File: src/logic/sdram_pkg.sv
package sdram_pkg;

  // geometry
  localparam int ADR_W = 25;
  localparam int BA_W = 2;
  localparam int ROW_W = 13;
  localparam int COL_W = 10;
  localparam int DAT_W = 32;
  localparam int SEL_W = 4;

  localparam int DELAY_W = 16;

  // timing in controller clocks
  localparam int T_RCD_CYC = 5;
  localparam int T_RFC_CYC = 9;
  localparam int T_MRD_CYC = 4;
  localparam int INIT_REFRESHES = 8;
  localparam int CAS_LAT = 2;

  // write single location, CAS 2, sequential, burst length 1
  localparam logic [ROW_W-1:0] MODE_WORD = 13'b0_0010_0010_0000;

  // {cs_n, ras_n, cas_n, we_n}
  typedef enum logic [3:0] {
    CMD_DESL      = 4'b1111,
    CMD_NOP       = 4'b0111,
    CMD_READ      = 4'b0101,
    CMD_WRITE     = 4'b0100,
    CMD_ACTIVATE  = 4'b0011,
    CMD_PRECHARGE = 4'b0010,
    CMD_REFRESH   = 4'b0001,
    CMD_MRS       = 4'b0000
  } sdram_cmd_t;

  typedef enum logic [3:0] {
    S_INIT_START,
    S_INIT_WAIT,
    S_INIT_PRE,
    S_INIT_REF,
    S_INIT_MODE,
    S_IDLE,
    S_REFRESH,
    S_ACTIVATE,
    S_READ_WAIT,
    S_ACK,
    S_PRECHARGE
  } seq_state_t;

endpackage

File: src/logic/sdram_cmd_if.sv
`timescale 1ns/1ns

interface sdram_cmd_if;

  sdram_pkg::sdram_cmd_t cmd; // command for the next clock
  logic [sdram_pkg::BA_W-1:0] ba;
  logic [sdram_pkg::ROW_W-1:0] addr;
  logic [sdram_pkg::SEL_W-1:0] dqm;

  modport seq (
    output cmd,
    output ba,
    output addr,
    output dqm
  );

  modport drv (
    input cmd,
    input ba,
    input addr,
    input dqm
  );

endinterface

File: src/logic/sdram_ctrl_top.sv
`timescale 1ns/1ns

module sdram_ctrl_top #(
  parameter int INIT_WAIT_CYC = 20000
) (
  input  logic clk_i,
  input  logic rst_i,
  input  logic cyc_i,
  input  logic stb_i,
  input  logic we_i,
  input  logic [sdram_pkg::ADR_W-1:0] adr_i,
  input  logic [sdram_pkg::SEL_W-1:0] sel_i,
  input  logic [sdram_pkg::DAT_W-1:0] dat_i,
  output logic [sdram_pkg::DAT_W-1:0] dat_o,
  output logic ack_o,
  output logic mem_clk_o,
  output logic cke_o,
  output logic cs_n_o,
  output logic ras_n_o,
  output logic cas_n_o,
  output logic we_n_o,
  output logic [sdram_pkg::BA_W-1:0] ba_o,
  output logic [sdram_pkg::ROW_W-1:0] addr_o,
  output logic [sdram_pkg::SEL_W-1:0] dqm_o,
  input  logic [sdram_pkg::DAT_W-1:0] dq_i,
  output logic [sdram_pkg::DAT_W-1:0] dq_o
);

  logic tmr_load;
  logic [sdram_pkg::DELAY_W-1:0] tmr_val;
  logic tmr_zero;
  logic tmr_sub_zero;
  logic wr_load;
  logic rd_capture;

  sdram_cmd_if cmd_if ();

  sdram_sequencer #(
    .INIT_WAIT_CYC(INIT_WAIT_CYC)
  ) i_sequencer (
    .clk_i(clk_i),
    .rst_i(rst_i),
    .cyc_i(cyc_i),
    .stb_i(stb_i),
    .we_i(we_i),
    .adr_i(adr_i),
    .sel_i(sel_i),
    .tmr_zero_i(tmr_zero),
    .tmr_sub_zero_i(tmr_sub_zero),
    .tmr_load_o(tmr_load),
    .tmr_val_o(tmr_val),
    .wr_load_o(wr_load),
    .rd_capture_o(rd_capture),
    .ack_o(ack_o),
    .cmd_if(cmd_if.seq)
  );

  sdram_delay_timer i_timer (
    .clk_i(clk_i),
    .rst_i(rst_i),
    .load_i(tmr_load),
    .val_i(tmr_val),
    .zero_o(tmr_zero),
    .sub_zero_o(tmr_sub_zero)
  );

  sdram_pin_driver i_pin_driver (
    .clk_i(clk_i),
    .rst_i(rst_i),
    .cmd_if(cmd_if.drv),
    .mem_clk_o(mem_clk_o),
    .cke_o(cke_o),
    .cs_n_o(cs_n_o),
    .ras_n_o(ras_n_o),
    .cas_n_o(cas_n_o),
    .we_n_o(we_n_o),
    .ba_o(ba_o),
    .addr_o(addr_o),
    .dqm_o(dqm_o)
  );

  sdram_data_path i_data_path (
    .clk_i(clk_i),
    .rst_i(rst_i),
    .wr_load_i(wr_load),
    .rd_capture_i(rd_capture),
    .dat_i(dat_i),
    .dq_i(dq_i),
    .dq_o(dq_o),
    .dat_o(dat_o)
  );

endmodule

File: src/logic/sdram_data_path.sv
`timescale 1ns/1ns

module sdram_data_path (
  input  logic clk_i,
  input  logic rst_i,
  input  logic wr_load_i,
  input  logic rd_capture_i,
  input  logic [sdram_pkg::DAT_W-1:0] dat_i,
  input  logic [sdram_pkg::DAT_W-1:0] dq_i,
  output logic [sdram_pkg::DAT_W-1:0] dq_o,
  output logic [sdram_pkg::DAT_W-1:0] dat_o
);

  localparam int CL = sdram_pkg::CAS_LAT;

  logic [CL:0] rd_pipe_q; // read strobe delayed to the data beat
  logic [sdram_pkg::DAT_W-1:0] wr_data_q;
  logic [sdram_pkg::DAT_W-1:0] rd_data_q;

  always_ff @(posedge clk_i or posedge rst_i) begin
    if (rst_i) begin
      rd_pipe_q <= '0;
    end else begin
      rd_pipe_q <= {rd_pipe_q[CL-1:0], rd_capture_i};
    end
  end

  always_ff @(posedge clk_i) begin
    if (wr_load_i) begin
      wr_data_q <= dat_i;
    end
    if (rd_pipe_q[CL]) begin
      rd_data_q <= dq_i; // stable while ack is high
    end
  end

  assign dq_o = wr_data_q;
  assign dat_o = rd_data_q;

endmodule

File: src/logic/sdram_delay_timer.sv
`timescale 1ns/1ns

module sdram_delay_timer (
  input  logic clk_i,
  input  logic rst_i,
  input  logic load_i,
  input  logic [sdram_pkg::DELAY_W-1:0] val_i,
  output logic zero_o,
  output logic sub_zero_o
);

  logic [sdram_pkg::DELAY_W-1:0] count_q;

  always_ff @(posedge clk_i or posedge rst_i) begin
    if (rst_i) begin
      count_q <= '0;
    end else if (load_i) begin
      count_q <= val_i;
    end else if (count_q != '0) begin
      count_q <= count_q - 1'b1; // holds at zero
    end
  end

  assign zero_o = (count_q == '0);
  assign sub_zero_o = (count_q[2:0] == 3'd0); // init refresh spacing

endmodule

File: src/logic/sdram_pin_driver.sv
`timescale 1ns/1ns

module sdram_pin_driver (
  input  logic clk_i,
  input  logic rst_i,
  sdram_cmd_if.drv cmd_if,
  output logic mem_clk_o,
  output logic cke_o,
  output logic cs_n_o,
  output logic ras_n_o,
  output logic cas_n_o,
  output logic we_n_o,
  output logic [sdram_pkg::BA_W-1:0] ba_o,
  output logic [sdram_pkg::ROW_W-1:0] addr_o,
  output logic [sdram_pkg::SEL_W-1:0] dqm_o
);

  sdram_pkg::sdram_cmd_t cmd_q;
  logic cke_q;

  always_ff @(posedge clk_i or posedge rst_i) begin
    if (rst_i) begin
      cmd_q <= sdram_pkg::CMD_NOP;
      cke_q <= 1'b0;
      ba_o <= '0;
      addr_o <= '0;
      dqm_o <= '1;
    end else begin
      cmd_q <= cmd_if.cmd;
      cke_q <= 1'b1;
      dqm_o <= cmd_if.dqm;
      if (cmd_if.cmd != sdram_pkg::CMD_NOP) begin
        ba_o <= cmd_if.ba; // address held across NOPs
        addr_o <= cmd_if.addr;
      end
    end
  end

  assign {cs_n_o, ras_n_o, cas_n_o, we_n_o} = cmd_q;
  assign cke_o = cke_q;
  assign mem_clk_o = ~clk_i; // memory samples mid cycle

endmodule

File: src/logic/sdram_sequencer.sv
`timescale 1ns/1ns

module sdram_sequencer #(
  parameter int INIT_WAIT_CYC = 20000
) (
  input  logic clk_i,
  input  logic rst_i,
  input  logic cyc_i,
  input  logic stb_i,
  input  logic we_i,
  input  logic [sdram_pkg::ADR_W-1:0] adr_i,
  input  logic [sdram_pkg::SEL_W-1:0] sel_i,
  input  logic tmr_zero_i,
  input  logic tmr_sub_zero_i,
  output logic tmr_load_o,
  output logic [sdram_pkg::DELAY_W-1:0] tmr_val_o,
  output logic wr_load_o,
  output logic rd_capture_o,
  output logic ack_o,
  sdram_cmd_if.seq cmd_if
);

  localparam int DW = sdram_pkg::DELAY_W;
  localparam int RW = sdram_pkg::ROW_W;

  // wait values, timer reaches zero one cycle before the next step
  localparam logic [DW-1:0] INIT_WAIT_VAL = DW'(INIT_WAIT_CYC - 1);
  localparam logic [DW-1:0] RP_VAL = DW'(sdram_pkg::T_RCD_CYC - 1);
  localparam logic [DW-1:0] INIT_REF_VAL = DW'(sdram_pkg::INIT_REFRESHES * 8 - 1);
  localparam logic [DW-1:0] MRD_VAL = DW'(sdram_pkg::T_MRD_CYC - 1);
  localparam logic [DW-1:0] RCD_VAL = DW'(sdram_pkg::T_RCD_CYC - 1);
  localparam logic [DW-1:0] RFC_VAL = DW'(sdram_pkg::T_RFC_CYC - 2);
  localparam logic [DW-1:0] CL_VAL = DW'(sdram_pkg::CAS_LAT);
  localparam logic [RW-1:0] ADDR_A10 = {{(RW - 11){1'b0}}, 1'b1, 10'b0}; // all banks

  sdram_pkg::seq_state_t state_q;
  sdram_pkg::seq_state_t state_next;
  logic ack_q;
  logic req;
  logic [sdram_pkg::BA_W-1:0] bank;
  logic [RW-1:0] row;
  logic [RW-1:0] col_addr;

  assign req = cyc_i & stb_i;
  assign bank = adr_i[sdram_pkg::ADR_W-1 -: sdram_pkg::BA_W];
  assign row = adr_i[sdram_pkg::COL_W +: RW];
  assign col_addr = {{(RW - sdram_pkg::COL_W){1'b0}}, adr_i[sdram_pkg::COL_W-1:0]}; // A10 low

  always_ff @(posedge clk_i or posedge rst_i) begin
    if (rst_i) begin
      state_q <= sdram_pkg::S_INIT_START;
      ack_q <= 1'b0;
    end else begin
      state_q <= state_next;
      ack_q <= (state_next == sdram_pkg::S_ACK);
    end
  end

  assign ack_o = ack_q;

  always_comb begin
    state_next = state_q;
    cmd_if.cmd = sdram_pkg::CMD_NOP;
    cmd_if.ba = bank;
    cmd_if.addr = row;
    cmd_if.dqm = '1;
    tmr_load_o = 1'b0;
    tmr_val_o = '0;
    wr_load_o = 1'b0;
    rd_capture_o = 1'b0;
    case (state_q)
      sdram_pkg::S_INIT_START: begin
        tmr_load_o = 1'b1;
        tmr_val_o = INIT_WAIT_VAL;
        state_next = sdram_pkg::S_INIT_WAIT;
      end
      sdram_pkg::S_INIT_WAIT: begin
        if (tmr_zero_i) begin
          cmd_if.cmd = sdram_pkg::CMD_PRECHARGE;
          cmd_if.addr = ADDR_A10;
          tmr_load_o = 1'b1;
          tmr_val_o = RP_VAL;
          state_next = sdram_pkg::S_INIT_PRE;
        end
      end
      sdram_pkg::S_INIT_PRE: begin
        if (tmr_zero_i) begin
          cmd_if.cmd = sdram_pkg::CMD_REFRESH; // first of the init refreshes
          tmr_load_o = 1'b1;
          tmr_val_o = INIT_REF_VAL;
          state_next = sdram_pkg::S_INIT_REF;
        end
      end
      sdram_pkg::S_INIT_REF: begin
        if (tmr_zero_i) begin
          cmd_if.cmd = sdram_pkg::CMD_MRS;
          cmd_if.ba = '0;
          cmd_if.addr = sdram_pkg::MODE_WORD;
          tmr_load_o = 1'b1;
          tmr_val_o = MRD_VAL;
          state_next = sdram_pkg::S_INIT_MODE;
        end else if (tmr_sub_zero_i) begin
          cmd_if.cmd = sdram_pkg::CMD_REFRESH; // every 8 cycles
        end
      end
      sdram_pkg::S_INIT_MODE: begin
        if (tmr_zero_i) begin
          state_next = sdram_pkg::S_IDLE;
        end
      end
      sdram_pkg::S_IDLE: begin
        tmr_load_o = 1'b1;
        if (req) begin
          cmd_if.cmd = sdram_pkg::CMD_ACTIVATE; // open row
          tmr_val_o = RCD_VAL;
          state_next = sdram_pkg::S_ACTIVATE;
        end else begin
          cmd_if.cmd = sdram_pkg::CMD_REFRESH;
          cmd_if.addr = ADDR_A10;
          tmr_val_o = RFC_VAL;
          state_next = sdram_pkg::S_REFRESH;
        end
      end
      sdram_pkg::S_REFRESH: begin
        if (tmr_zero_i) begin
          state_next = sdram_pkg::S_IDLE;
        end
      end
      sdram_pkg::S_ACTIVATE: begin
        if (tmr_zero_i) begin
          cmd_if.addr = col_addr;
          cmd_if.dqm = ~sel_i;
          if (we_i) begin
            cmd_if.cmd = sdram_pkg::CMD_WRITE;
            wr_load_o = 1'b1;
            state_next = sdram_pkg::S_ACK;
          end else begin
            cmd_if.cmd = sdram_pkg::CMD_READ;
            rd_capture_o = 1'b1;
            tmr_load_o = 1'b1;
            tmr_val_o = CL_VAL;
            state_next = sdram_pkg::S_READ_WAIT;
          end
        end
      end
      sdram_pkg::S_READ_WAIT: begin
        if (tmr_zero_i) begin
          state_next = sdram_pkg::S_ACK; // data captured on this edge
        end
      end
      sdram_pkg::S_ACK: begin
        cmd_if.cmd = sdram_pkg::CMD_PRECHARGE;
        cmd_if.addr = ADDR_A10;
        state_next = sdram_pkg::S_PRECHARGE;
      end
      sdram_pkg::S_PRECHARGE: begin
        state_next = sdram_pkg::S_IDLE;
      end
      default: begin
        state_next = sdram_pkg::S_IDLE;
      end
    endcase
  end

endmodule

File: config.mk
export PLATFORM = sky130hd
export DESIGN_NAME = sdram_ctrl_top
export DESIGN_NICKNAME = d
export VERILOG_FILES = /design/src/logic/sdram_pkg.sv /design/src/logic/sdram_cmd_if.sv /design/src/logic/sdram_ctrl_top.sv /design/src/logic/sdram_data_path.sv /design/src/logic/sdram_delay_timer.sv /design/src/logic/sdram_pin_driver.sv /design/src/logic/sdram_sequencer.sv
export SDC_FILE = /design/constraint.sdc
export NUM_CORES = 1
export LEC_CHECK = 0
export ABC_AREA = 1
export BUFFER_PORTS_ARGS = -buffer_cell sky130_fd_sc_hd__buf_2
export CAP_MARGIN = 10
export CELL_PAD_IN_SITES_DETAIL_PLACEMENT = 2
export CELL_PAD_IN_SITES_GLOBAL_PLACEMENT = 2
export CORE_MARGIN = 2
export CORE_UTILIZATION = 26
export CTS_CLUSTER_DIAMETER = 100
export DETAILED_ROUTE_END_ITERATION = 6
export PLACE_DENSITY_LB_ADDON = 0.08
export SETUP_SLACK_MARGIN = 0.05
export SYNTH_ARGS = -nofsm -noshare
export SYNTH_HDL_FRONTEND = slang
export SYNTH_SLANG_ARGS = --single-unit
File: constraint.sdc
create_clock -name clk_i -period 3 [get_ports clk_i]
set_clock_uncertainty 0.1 [all_clocks]
set_input_delay 0.15 -clock clk_i [delete_from_list [all_inputs] [get_ports clk_i]]
set_output_delay 0.15 -clock clk_i [all_outputs]
set_load 0.1 [all_outputs]
==> flow_metrics.env, run 1 <==
export IMPL_drt_iter0_markers=145
export IMPL_p_per_area_nw_per_um2=452
export IMPL_cts_hold_repair_buffers=73
export IMPL_yosys_warnings=0
export IMPL_highest_layer="met4"
export IMPL_cts_resized=0
export IMPL_synth_area_per_cell_um2=10.2
export IMPL_setup_ws_ns=0.401
export IMPL_synth_top_cell_by_area="edfxtp_1"
export IMPL_route_met3_wl_um=1080
export IMPL_syn_nets=585
export IMPL_rsz0062_at_grt="no"
export IMPL_end_kind="primary output"
export IMPL_crit_family="buffers and inverters"
export IMPL_fin_setup_tns_ns=0
export IMPL_die_w_um=142
export IMPL_dp_hpwl_um=12800
export IMPL_diodes=0
export IMPL_path_class="clock port to primary output"
export IMPL_met1_length_um=7750
export IMPL_startpoint_type="clock port"
export IMPL_seqCellArea_um2=3110
export IMPL_peakVddDrop_mv=0.262
export IMPL_yosysSeqAreaShare_pct=62.5
export IMPL_finalMaxSlewViolations=0
export IMPL_portBuffers=186
export IMPL_coreArea_um2=18700
export IMPL_fp_dieArea_um2=20200
export IMPL_routed_wl_um=18100
export IMPL_routedWlPerCell_um=18.4
export IMPL_vias_per_cell=4.57
export IMPL_grt_ovfl_total=0
export IMPL_path_cells="clkbuf_16 -> clkbuf_16 -> inv_1 -> buf_2"
export IMPL_htreeDepth=3
export IMPL_place_congestion=0.772
export IMPL_antenna_left=0
export IMPL_area_growth_pct=45.5
export IMPL_yosys_top_cells_count="134 x nand2_1, 64 x edfxtp_1, 49 x nand3_1"
export IMPL_yosysUniqueCellTypes=35
export IMPL_max_stage_delay_ns=0.42
export IMPL_status="completed"
export IMPL_netlist_area_um2=4970
export IMPL_clock_root_buffer="clkbuf_16"
export IMPL_grt_start_max_net_pins=48
export IMPL_cts_buffer_depth=2
export IMPL_async_flop_share_pct=42.3
export IMPL_cts_buffers=9
export IMPL_hp_class="primary input to flop"
export IMPL_multi_input_area_um2=1600
export IMPL_slowest_stage="buf_2"
export IMPL_fillers=2049
export IMPL_fin_nets=849
export IMPL_dieHeight_um=142
export IMPL_initial_utilization_pct=26.6
export IMPL_path_clk_slew_ns=0.07
export IMPL_row_count=50
export IMPL_hold_viol_final=0
export IMPL_vias=4520
export IMPL_path_buf_inv=4
export IMPL_antenna_found_initial=0
export IMPL_cts_tree="built"
export IMPL_maxSlewHeadroom_pct=29.2
export IMPL_cap_violations=0
export IMPL_cp_common_cell="clkbuf_16"
export IMPL_drc=0
export IMPL_drive_gt1_share_pct=34.0
export IMPL_route_met2_wl_um=9140
export IMPL_pre_cts_slack_ns=0.631
export IMPL_yosysMostFrequentCell="nand2_1"
export IMPL_p_leak_nw=3.39
export IMPL_synth_top_area_share_pct=38.7
export IMPL_synth_edff_count=64
export IMPL_grt_pass1_wl_um=28200
export IMPL_cp_max_fo=21
export IMPL_synthCells=485
export IMPL_track_usage_pct=18.2
export IMPL_ios=188
export IMPL_cp_arrival_ns=2.35
export IMPL_holdWs_ns=0.0186
export IMPL_grt_pass1_vias=4953
export IMPL_clk_latency_ns=0.36
export IMPL_synth_seq_cells=111
export IMPL_setup_violations=0
export IMPL_worst_pin_slew_ns=1.06
export IMPL_cts_setup_buffers=0
export IMPL_drtPass1Iterations=4
export IMPL_crit_required_ns=2.75
export IMPL_synth_ff_type="edfxtp_1"
export IMPL_synth_area_top_cells="edfxtp_1 39%, dfrtp_1 20%, nand2_1 10%, nand3_1 4.9%, dfstp_2 3.7%"
[layout make-up]
type                       instances  share of cell area [%]
clock buffer                      11                    3.53
multi-input combinational        313                    22.2
tap                              234                    4.05
inverter                          45                    2.37
clock inverter                     7                    1.02
sequential                       111                    43.0
timing repair buffer             267                    23.9
[stage by stage]
stage                     util [%]  instance area (µm²)  cells  total power, mW
final                         38.6                 7230    988             3.27
after global routing          38.6                 7230    988             3.39
after CTS                     38.6                 7230    988             3.31
after detailed placement      33.0                 6180    899             1.94
after global placement        33.0                 6180    899             1.94
after floorplan                  -                 4970    485             1.84
[metal layers]
layer | vias to the layer above | global-route usage, %
met5 | - | 0
met4 | 0 | 4.63
met3 | 10 | 3.50
met2 | 147 | 32.0
met1 | 2213 | 23.0
li1 | 2150 | -
[placed cells by master, fill, tap and decap left out, types with 2 or more instances in the layout]
master,n
dlygate4sd3_1,73
dfstp_2,7
nor3_1,4
nor2_2,10
nor2_4,4
xor2_1,4
nand3_1,49
nor2_8,2
nand4_4,2
dfrtp_1,40
inv_2,6
a21oi_1,13
o21ai_0,8
clkinv_8,2
nor2_1,28
buf_4,9
xnor2_1,4
ha_1,2
edfxtp_1,64
nand2_1,134
nand2_4,3
buf_2,186
o21ai_1,2
nand2_2,8
inv_1,38
inv_6,2
nand3b_1,2
nand4_1,27
clkbuf_16,10
conb_1,2
[worst reg2reg max path, stage by stage (launching register included)]
cell and delay (ns):
dfrtp_1 0.53, inv_2 0.12, nor3_4 0.46, buf_4 0.26
nand2_2 0.12, nand4_4 0.25, nand3_4 0.24, nand2_1 0.12
nand2_1 0.07
[registers in the layout, summed over array words and instances, names as in the netlist]
signal                 cells
i_data_path.dat_o         32
i_sequencer.state_q        4
i_timer.count_q           16
i_pin_driver.ba_o          2
i_pin_driver.addr_o       13
i_data_path.rd_pipe_q      3
i_sequencer.ack_o          1
i_pin_driver.dqm_o         4
i_pin_driver.cke_o         1
i_pin_driver.cmd_q         3
i_data_path.dq_o          32
[power breakdown]
part | internal (mW) | switching [mW] | leakage, nW
clock | 0.655 | 0.749 | 0.166
combinational | 0.123 | 0.114 | 2.09
sequential | 1.62 | 0.00667 | 1.14
total | 2.40 | 0.870 | 3.39
[worst paths after layout]
path	from	endpoint	slack, ns	cells past startpoint
setup / recovery	clk_i	mem_clk_o	0.40	4
hold / removal	adr_i[19]	i_pin_driver.addr_o[9]	0.02	5
setup reg to reg	i_sequencer.state_q[0]	i_pin_driver.addr_o[5]	0.60	8
hold reg to reg	i_data_path.rd_pipe_q[0]	i_data_path.rd_pipe_q[1]	0.25	0
max in group asynchronous	rst_i	i_timer.count_q[15]	1.62	3
min in group asynchronous	rst_i	i_pin_driver.addr_o[11]	0.51	3
[logic make-up after synthesis]
| group | Yosys count | share of synthesized area, % |
|---|---|---|
| and+or+nand+nor | 276 | 27.5 |
| AOI/OAI and AO/OA | 25 | 2.62 |
| buffers and inverters | 61 | 5.24 |
| adders and majority gates | 2 | 0.504 |
| xor gates and xnor gates | 8 | 1.41 |
| DFF | 111 | 62.5 |
| other | 2 | 0.151 |
Power figures use the tool's default switching activity.
==> run 2: changes to the inputs <==
--- a/config.mk
+++ b/config.mk
@@ -10,6 +10,7 @@
 export CAP_MARGIN = 10
 export CELL_PAD_IN_SITES_DETAIL_PLACEMENT = 2
 export CELL_PAD_IN_SITES_GLOBAL_PLACEMENT = 2
+export CORE_ASPECT_RATIO = 0.5
 export CORE_MARGIN = 2
 export CORE_UTILIZATION = 26
 export CTS_CLUSTER_DIAMETER = 100
==> flow_metrics.env, run 2 (synthesized netlist as in run 1, its figures left out) <==
export IMPL_maxSlewHeadroom_pct=33.0
export IMPL_clk_latency_ns=0.36
export IMPL_antenna_found_initial=2
export IMPL_path_clk_slew_ns=0.08
export IMPL_setup_violations=0
export IMPL_final_cell_mix="186 x buf_2, 134 x nand2_1, 74 x dlygate4sd3_1, 64 x edfxtp_1, 49 x nand3_1"
export IMPL_cap_violations=0
export IMPL_portBuffers=186
export IMPL_cts_buffer_depth=2
export IMPL_r2r_end="i_pin_driver.addr_o[9]"
export IMPL_cp_max_fo=19
export IMPL_initial_utilization_pct=26.8
export IMPL_hp_class="primary input to flop"
export IMPL_pwr_share_seq_pct=50.8
export IMPL_fp_dieArea_um2=20300
export IMPL_antenna_left=0
export IMPL_p_sw_uw=868
export IMPL_coreArea_um2=18600
export IMPL_drt_iter0_markers=135
export IMPL_startpoint_type="clock port"
export IMPL_clkPwrFrac_pct=41.5
export IMPL_cts_hold_repair_buffers=74
export IMPL_grt_ovfl_total=0
export IMPL_status="completed"
export IMPL_grt_pass1_vias=4901
export IMPL_max_stage_delay_ns=0.42
export IMPL_min_delay_start="adr_i[15]"
export IMPL_cp_common_cell="clkbuf_16"
export IMPL_area_growth_pct=45.5
export IMPL_rr_worst_depth=12
export IMPL_peakVddDrop_mv=0.241
export IMPL_vias_per_cell=4.48
export IMPL_hold_viol_final=0
export IMPL_swShare_pct=27.1
export IMPL_clock_root_buffer="clkbuf_16"
export IMPL_dieHeight_um=102
export IMPL_grt_start_max_net_pins=45
export IMPL_holdWs_ns=0.0109
export IMPL_drc=0
export IMPL_fillers=2117
export IMPL_die_w_um=199
export IMPL_cts_buffers=9
export IMPL_worst_pin_slew_ns=1.00
export IMPL_htreeDepth=3
export IMPL_fin_nets=849
export IMPL_setup_ws_ns=0.406
export IMPL_p_int_mw=2.34
export IMPL_fin_setup_tns_ns=0
export IMPL_combinationalPowerShare_pct=7.7
export IMPL_r2r_start="i_timer.count_q[0]"
export IMPL_dp_hpwl_um=12900
export IMPL_cts_setup_buffers=0
export IMPL_finalMaxSlewViolations=0
export IMPL_place_congestion=0.753
export IMPL_p_per_area_nw_per_um2=443
export IMPL_cp_arrival_ns=2.34
export IMPL_routed_wl_um=19900
export IMPL_rsz0062_at_grt="no"
export IMPL_grt_pass1_wl_um=30100
export IMPL_routedWlPerCell_um=19.6
export IMPL_crit_required_ns=2.75
export IMPL_hold_path_end="i_pin_driver.addr_o[5]"
export IMPL_path_cells="clkbuf_16 -> clkbuf_16 -> inv_1 -> buf_2"
export IMPL_vias=4548
export IMPL_end_kind="primary output"
export IMPL_p_leak_nw=3.37
export IMPL_drtPass1Iterations=4
export IMPL_cts_tree="built"
export IMPL_ios=188
export IMPL_pre_cts_slack_ns=0.481
export IMPL_track_usage_pct=20.1
export IMPL_drive_gt1_share_pct=33.7
export IMPL_slowest_stage="buf_2"
export IMPL_rrSetupSlack_ns=0.48
export IMPL_path_class="clock port to primary output"
export IMPL_mostFrequentLayoutCell="buf_2"
export IMPL_hold_path_depth=5
export IMPL_row_count=35
export IMPL_cts_resized=0
## run 2: cell count changes in the layout (fill, tap and decap cells not counted)
cell / before / now
buf_4: 9 / 8
inv_8: 1 / 2
clkinv_8: 2 / 0
clkbuf_1: 0 / 1
inv_6: 2 / 0
clkbuf_16: 10 / 9
diode_2: 0 / 2
clkinv_2: 0 / 1
dlygate4sd3_1: 73 / 74
clkinv_4: 1 / 3
## run 2: worst max path at each step
stage | startpoint | end | slack (ns) | cells past startpoint
2_1_floorplan | i_sequencer.state_q[3] | i_data_path.dq_o[0] | 0.49 | 6
3_3_place_gp | i_timer.count_q[0] | i_pin_driver.addr_o[6] | 0.59 | 12
3_5_place_dp | i_timer.count_q[0] | i_pin_driver.addr_o[9] | 0.48 | 12
4_1_cts | clk_i | mem_clk_o | 0.41 | 4
5_1_grt | i_timer.count_q[0] | i_pin_driver.addr_o[9] | 0.14 | 12
6_report | clk_i | mem_clk_o | 0.41 | 4
## run 2: critical path, delay by kind of cell
family | cells | cell delay (ns)
buffers and inverters | 4 | 0.84
## run 2: power groups by stage
| stage | logic [mW] | clock network, mW | registers, mW |
|---|---|---|---|
| CTS | 0.239 | 1.36 | 1.63 |
| detailed placement | 0.158 | 0.121 | 1.66 |
| floorplan | 0.0421 | 0.110 | 1.69 |
| global placement | 0.152 | 0.121 | 1.66 |
| finish | 0.245 | 1.33 | 1.63 |
| global route | 0.266 | 1.44 | 1.63 |
## run 2: final cells by class
class,instances,area (µm²),share of cell area (%)
diodes,2,5.00,0.0692
clock buffers,11,234,3.24
clock inverters,7,57.6,0.796
inverters,45,171,2.37
multi-input cells,313,1600,22.2
flip-flops and latches,111,3110,43.0
well taps,259,324,4.48
repair buffers,267,1730,23.9
## run 2: per-stage QoR
stage / total power [mW] / util [%] / cell area [µm²] / instances
finish: 3.21 / 38.9 / 7230 / 1015
global route: 3.33 / 38.9 / 7230 / 1015
CTS: 3.23 / 38.9 / 7220 / 1013
detailed placement: 1.94 / 33.4 / 6200 / 923
global placement: 1.94 / 33.4 / 6200 / 923
floorplan: 1.84 / - / 4970 / 485
## run 2: layer usage
layer,track usage [%],routed length (µm),vias to the layer above
li1,-,-,2148
met1,26.6,9350,2240
met2,32.7,9140,137
met4,5.36,255,0
met3,5.39,1200,23
met5,0,0,-
==> run 3: changes to the inputs <==
--- a/config.mk
+++ b/config.mk
@@ -11,7 +11,7 @@
 export CELL_PAD_IN_SITES_DETAIL_PLACEMENT = 2
 export CELL_PAD_IN_SITES_GLOBAL_PLACEMENT = 2
 export CORE_ASPECT_RATIO = 0.5
-export CORE_MARGIN = 2
+export CORE_MARGIN = 8
 export CORE_UTILIZATION = 26
 export CTS_CLUSTER_DIAMETER = 100
 export DETAILED_ROUTE_END_ITERATION = 6
==> flow_metrics.env, run 3 (synthesized netlist as in run 1, its figures left out) <==
export IMPL_clock_root_buffer="clkbuf_16"
export IMPL_dp_hpwl_um=14600
export IMPL_cap_violations=0
export IMPL_place_congestion=0.776
export IMPL_maxSlewHeadroom_pct=33.1
export IMPL_ios=188
export IMPL_status="completed"
export IMPL_cts_setup_buffers=0
export IMPL_clk_latency_ns=0.36
export IMPL_grt_start_max_net_pins=45
export IMPL_hold_viol_final=0
export IMPL_rsz0062_at_grt="no"
export IMPL_startpoint_type="clock port"
export IMPL_routed_wl_um=21200
export IMPL_final_cell_mix="186 x buf_2, 134 x nand2_1, 73 x dlygate4sd3_1, 64 x edfxtp_1, 49 x nand3_1"
export IMPL_p_sw_uw=893
export IMPL_crit_required_ns=2.75
export IMPL_drt_iter0_markers=190
export IMPL_clkPwrFrac_pct=43.1
export IMPL_cp_arrival_ns=2.35
export IMPL_grt_pass1_wl_um=32300
export IMPL_row_count=35
export IMPL_end_kind="primary output"
export IMPL_vias=4556
export IMPL_combinationalPowerShare_pct=7.5
export IMPL_routedWlPerCell_um=21.0
export IMPL_path_class="clock port to primary output"
export IMPL_final_cell_area_um2=7260
export IMPL_cts_buffers=9
export IMPL_antenna_left=0
export IMPL_die_w_um=211
export IMPL_coreArea_um2=18600
export IMPL_utilization_pct=39.1
export IMPL_vias_per_cell=4.50
export IMPL_setup_violations=0
export IMPL_fillers=2099
export IMPL_track_usage_pct=17.7
export IMPL_cts_tree="built"
export IMPL_hp_class="primary input to flop"
export IMPL_dieHeight_um=114
export IMPL_dpl_cell_area_um2=6210
export IMPL_fin_setup_tns_ns=0
export IMPL_area_growth_pct=46.2
export IMPL_swShare_pct=27.1
export IMPL_fin_nets=849
export IMPL_initial_utilization_pct=26.8
export IMPL_worst_pin_slew_ns=1.00
export IMPL_antenna_found_initial=1
export IMPL_diodes=0
export IMPL_fp_dieArea_um2=24100
export IMPL_cp_max_fo=21
export IMPL_drive_gt1_share_pct=34.0
export IMPL_path_clk_slew_ns=0.07
export IMPL_pwr_share_seq_pct=49.5
export IMPL_cts_buffer_depth=2
export IMPL_finalMaxSlewViolations=0
export IMPL_grt_ovfl_total=0
export IMPL_peakVddDrop_mv=0.327
export IMPL_mostFrequentLayoutCell="buf_2"
export IMPL_drc=0
export IMPL_drtPass1Iterations=4
export IMPL_grt_pass1_vias=5015
export IMPL_htreeDepth=3
export IMPL_p_per_area_nw_per_um2=453
export IMPL_portBuffers=186
export IMPL_p_int_mw=2.40
export IMPL_p_leak_nw=3.39
[run 3: repair_timing]
| action | 4_1_cts | 5_1_grt |
|---|---|---|
| resized for setup | 0 | 0 |
| hold buffers | 73 | 0 |
| endpoints found under the setup margin | 0 | 0 |
| hold endpoints to repair | 112 | 0 |
[run 3: cell type report]
cell class                      count  area, µm²  share of cell area [%]
Sequential cell                   111       3110                    42.8
Timing Repair Buffer              267       1720                    23.7
Multi-Input combinational cell    313       1610                    22.2
Tap cell                          259        324                    4.46
Clock buffer                       11        255                    3.51
Inverter                           45        171                    2.36
Clock inverter                      7       71.3                   0.982
[run 3: path summary, 6_finish.rpt]
kind	cells past startpoint	from	slack, ns	end
hold / removal	5	adr_i[22]	0.02	i_pin_driver.addr_o[12]
min in group asynchronous	3	rst_i	0.48	i_data_path.rd_pipe_q[0]
setup / recovery	4	clk_i	0.40	mem_clk_o
max in group asynchronous	4	rst_i	1.59	i_pin_driver.dqm_o[3]
hold reg to reg	0	i_data_path.rd_pipe_q[1]	0.26	i_data_path.rd_pipe_q[2]
setup reg to reg	12	i_timer.count_q[0]	0.50	i_pin_driver.addr_o[12]
[run 3: critical path, cell delays in order]
cell and delay [ns]:
clkbuf_16 0.17, clkbuf_16 0.19, inv_1 0.06, buf_2 0.42
[run 3: routing by layer]
layer | wire (µm) | GRT usage [%] | up-vias
met4 | 287 | 3.96 | 2
met3 | 1470 | 5.34 | 22
met5 | 13 | 0 | -
li1 | - | - | 2148
met2 | 9530 | 28.6 | 148
met1 | 9920 | 23.0 | 2236
[run 3: per-stage QoR]
stage / hold WS (ns) / total power, mW / worst slack [ns] / std cells
6_report: 0.0201 / 3.29 / 0.397 / 1013
5_1_grt: 0.0304 / 3.39 / 0.204 / 1013
2_1_floorplan: 0.0935 / 1.84 / 0.490 / 485
3_3_place_gp: 0.178 / 1.93 / 0.600 / 924
3_5_place_dp: 0.183 / 1.94 / 0.468 / 924
4_1_cts: 0.0135 / 3.31 / 0.402 / 1013
[run 3: power groups by stage]
stage	clock network [mW]	logic (mW)	registers (mW)
2_1_floorplan	0.110	0.0421	1.69
3_3_place_gp	0.121	0.152	1.66
3_5_place_dp	0.121	0.159	1.66
4_1_cts	1.44	0.242	1.63
5_1_grt	1.50	0.265	1.63
6_report	1.42	0.246	1.63
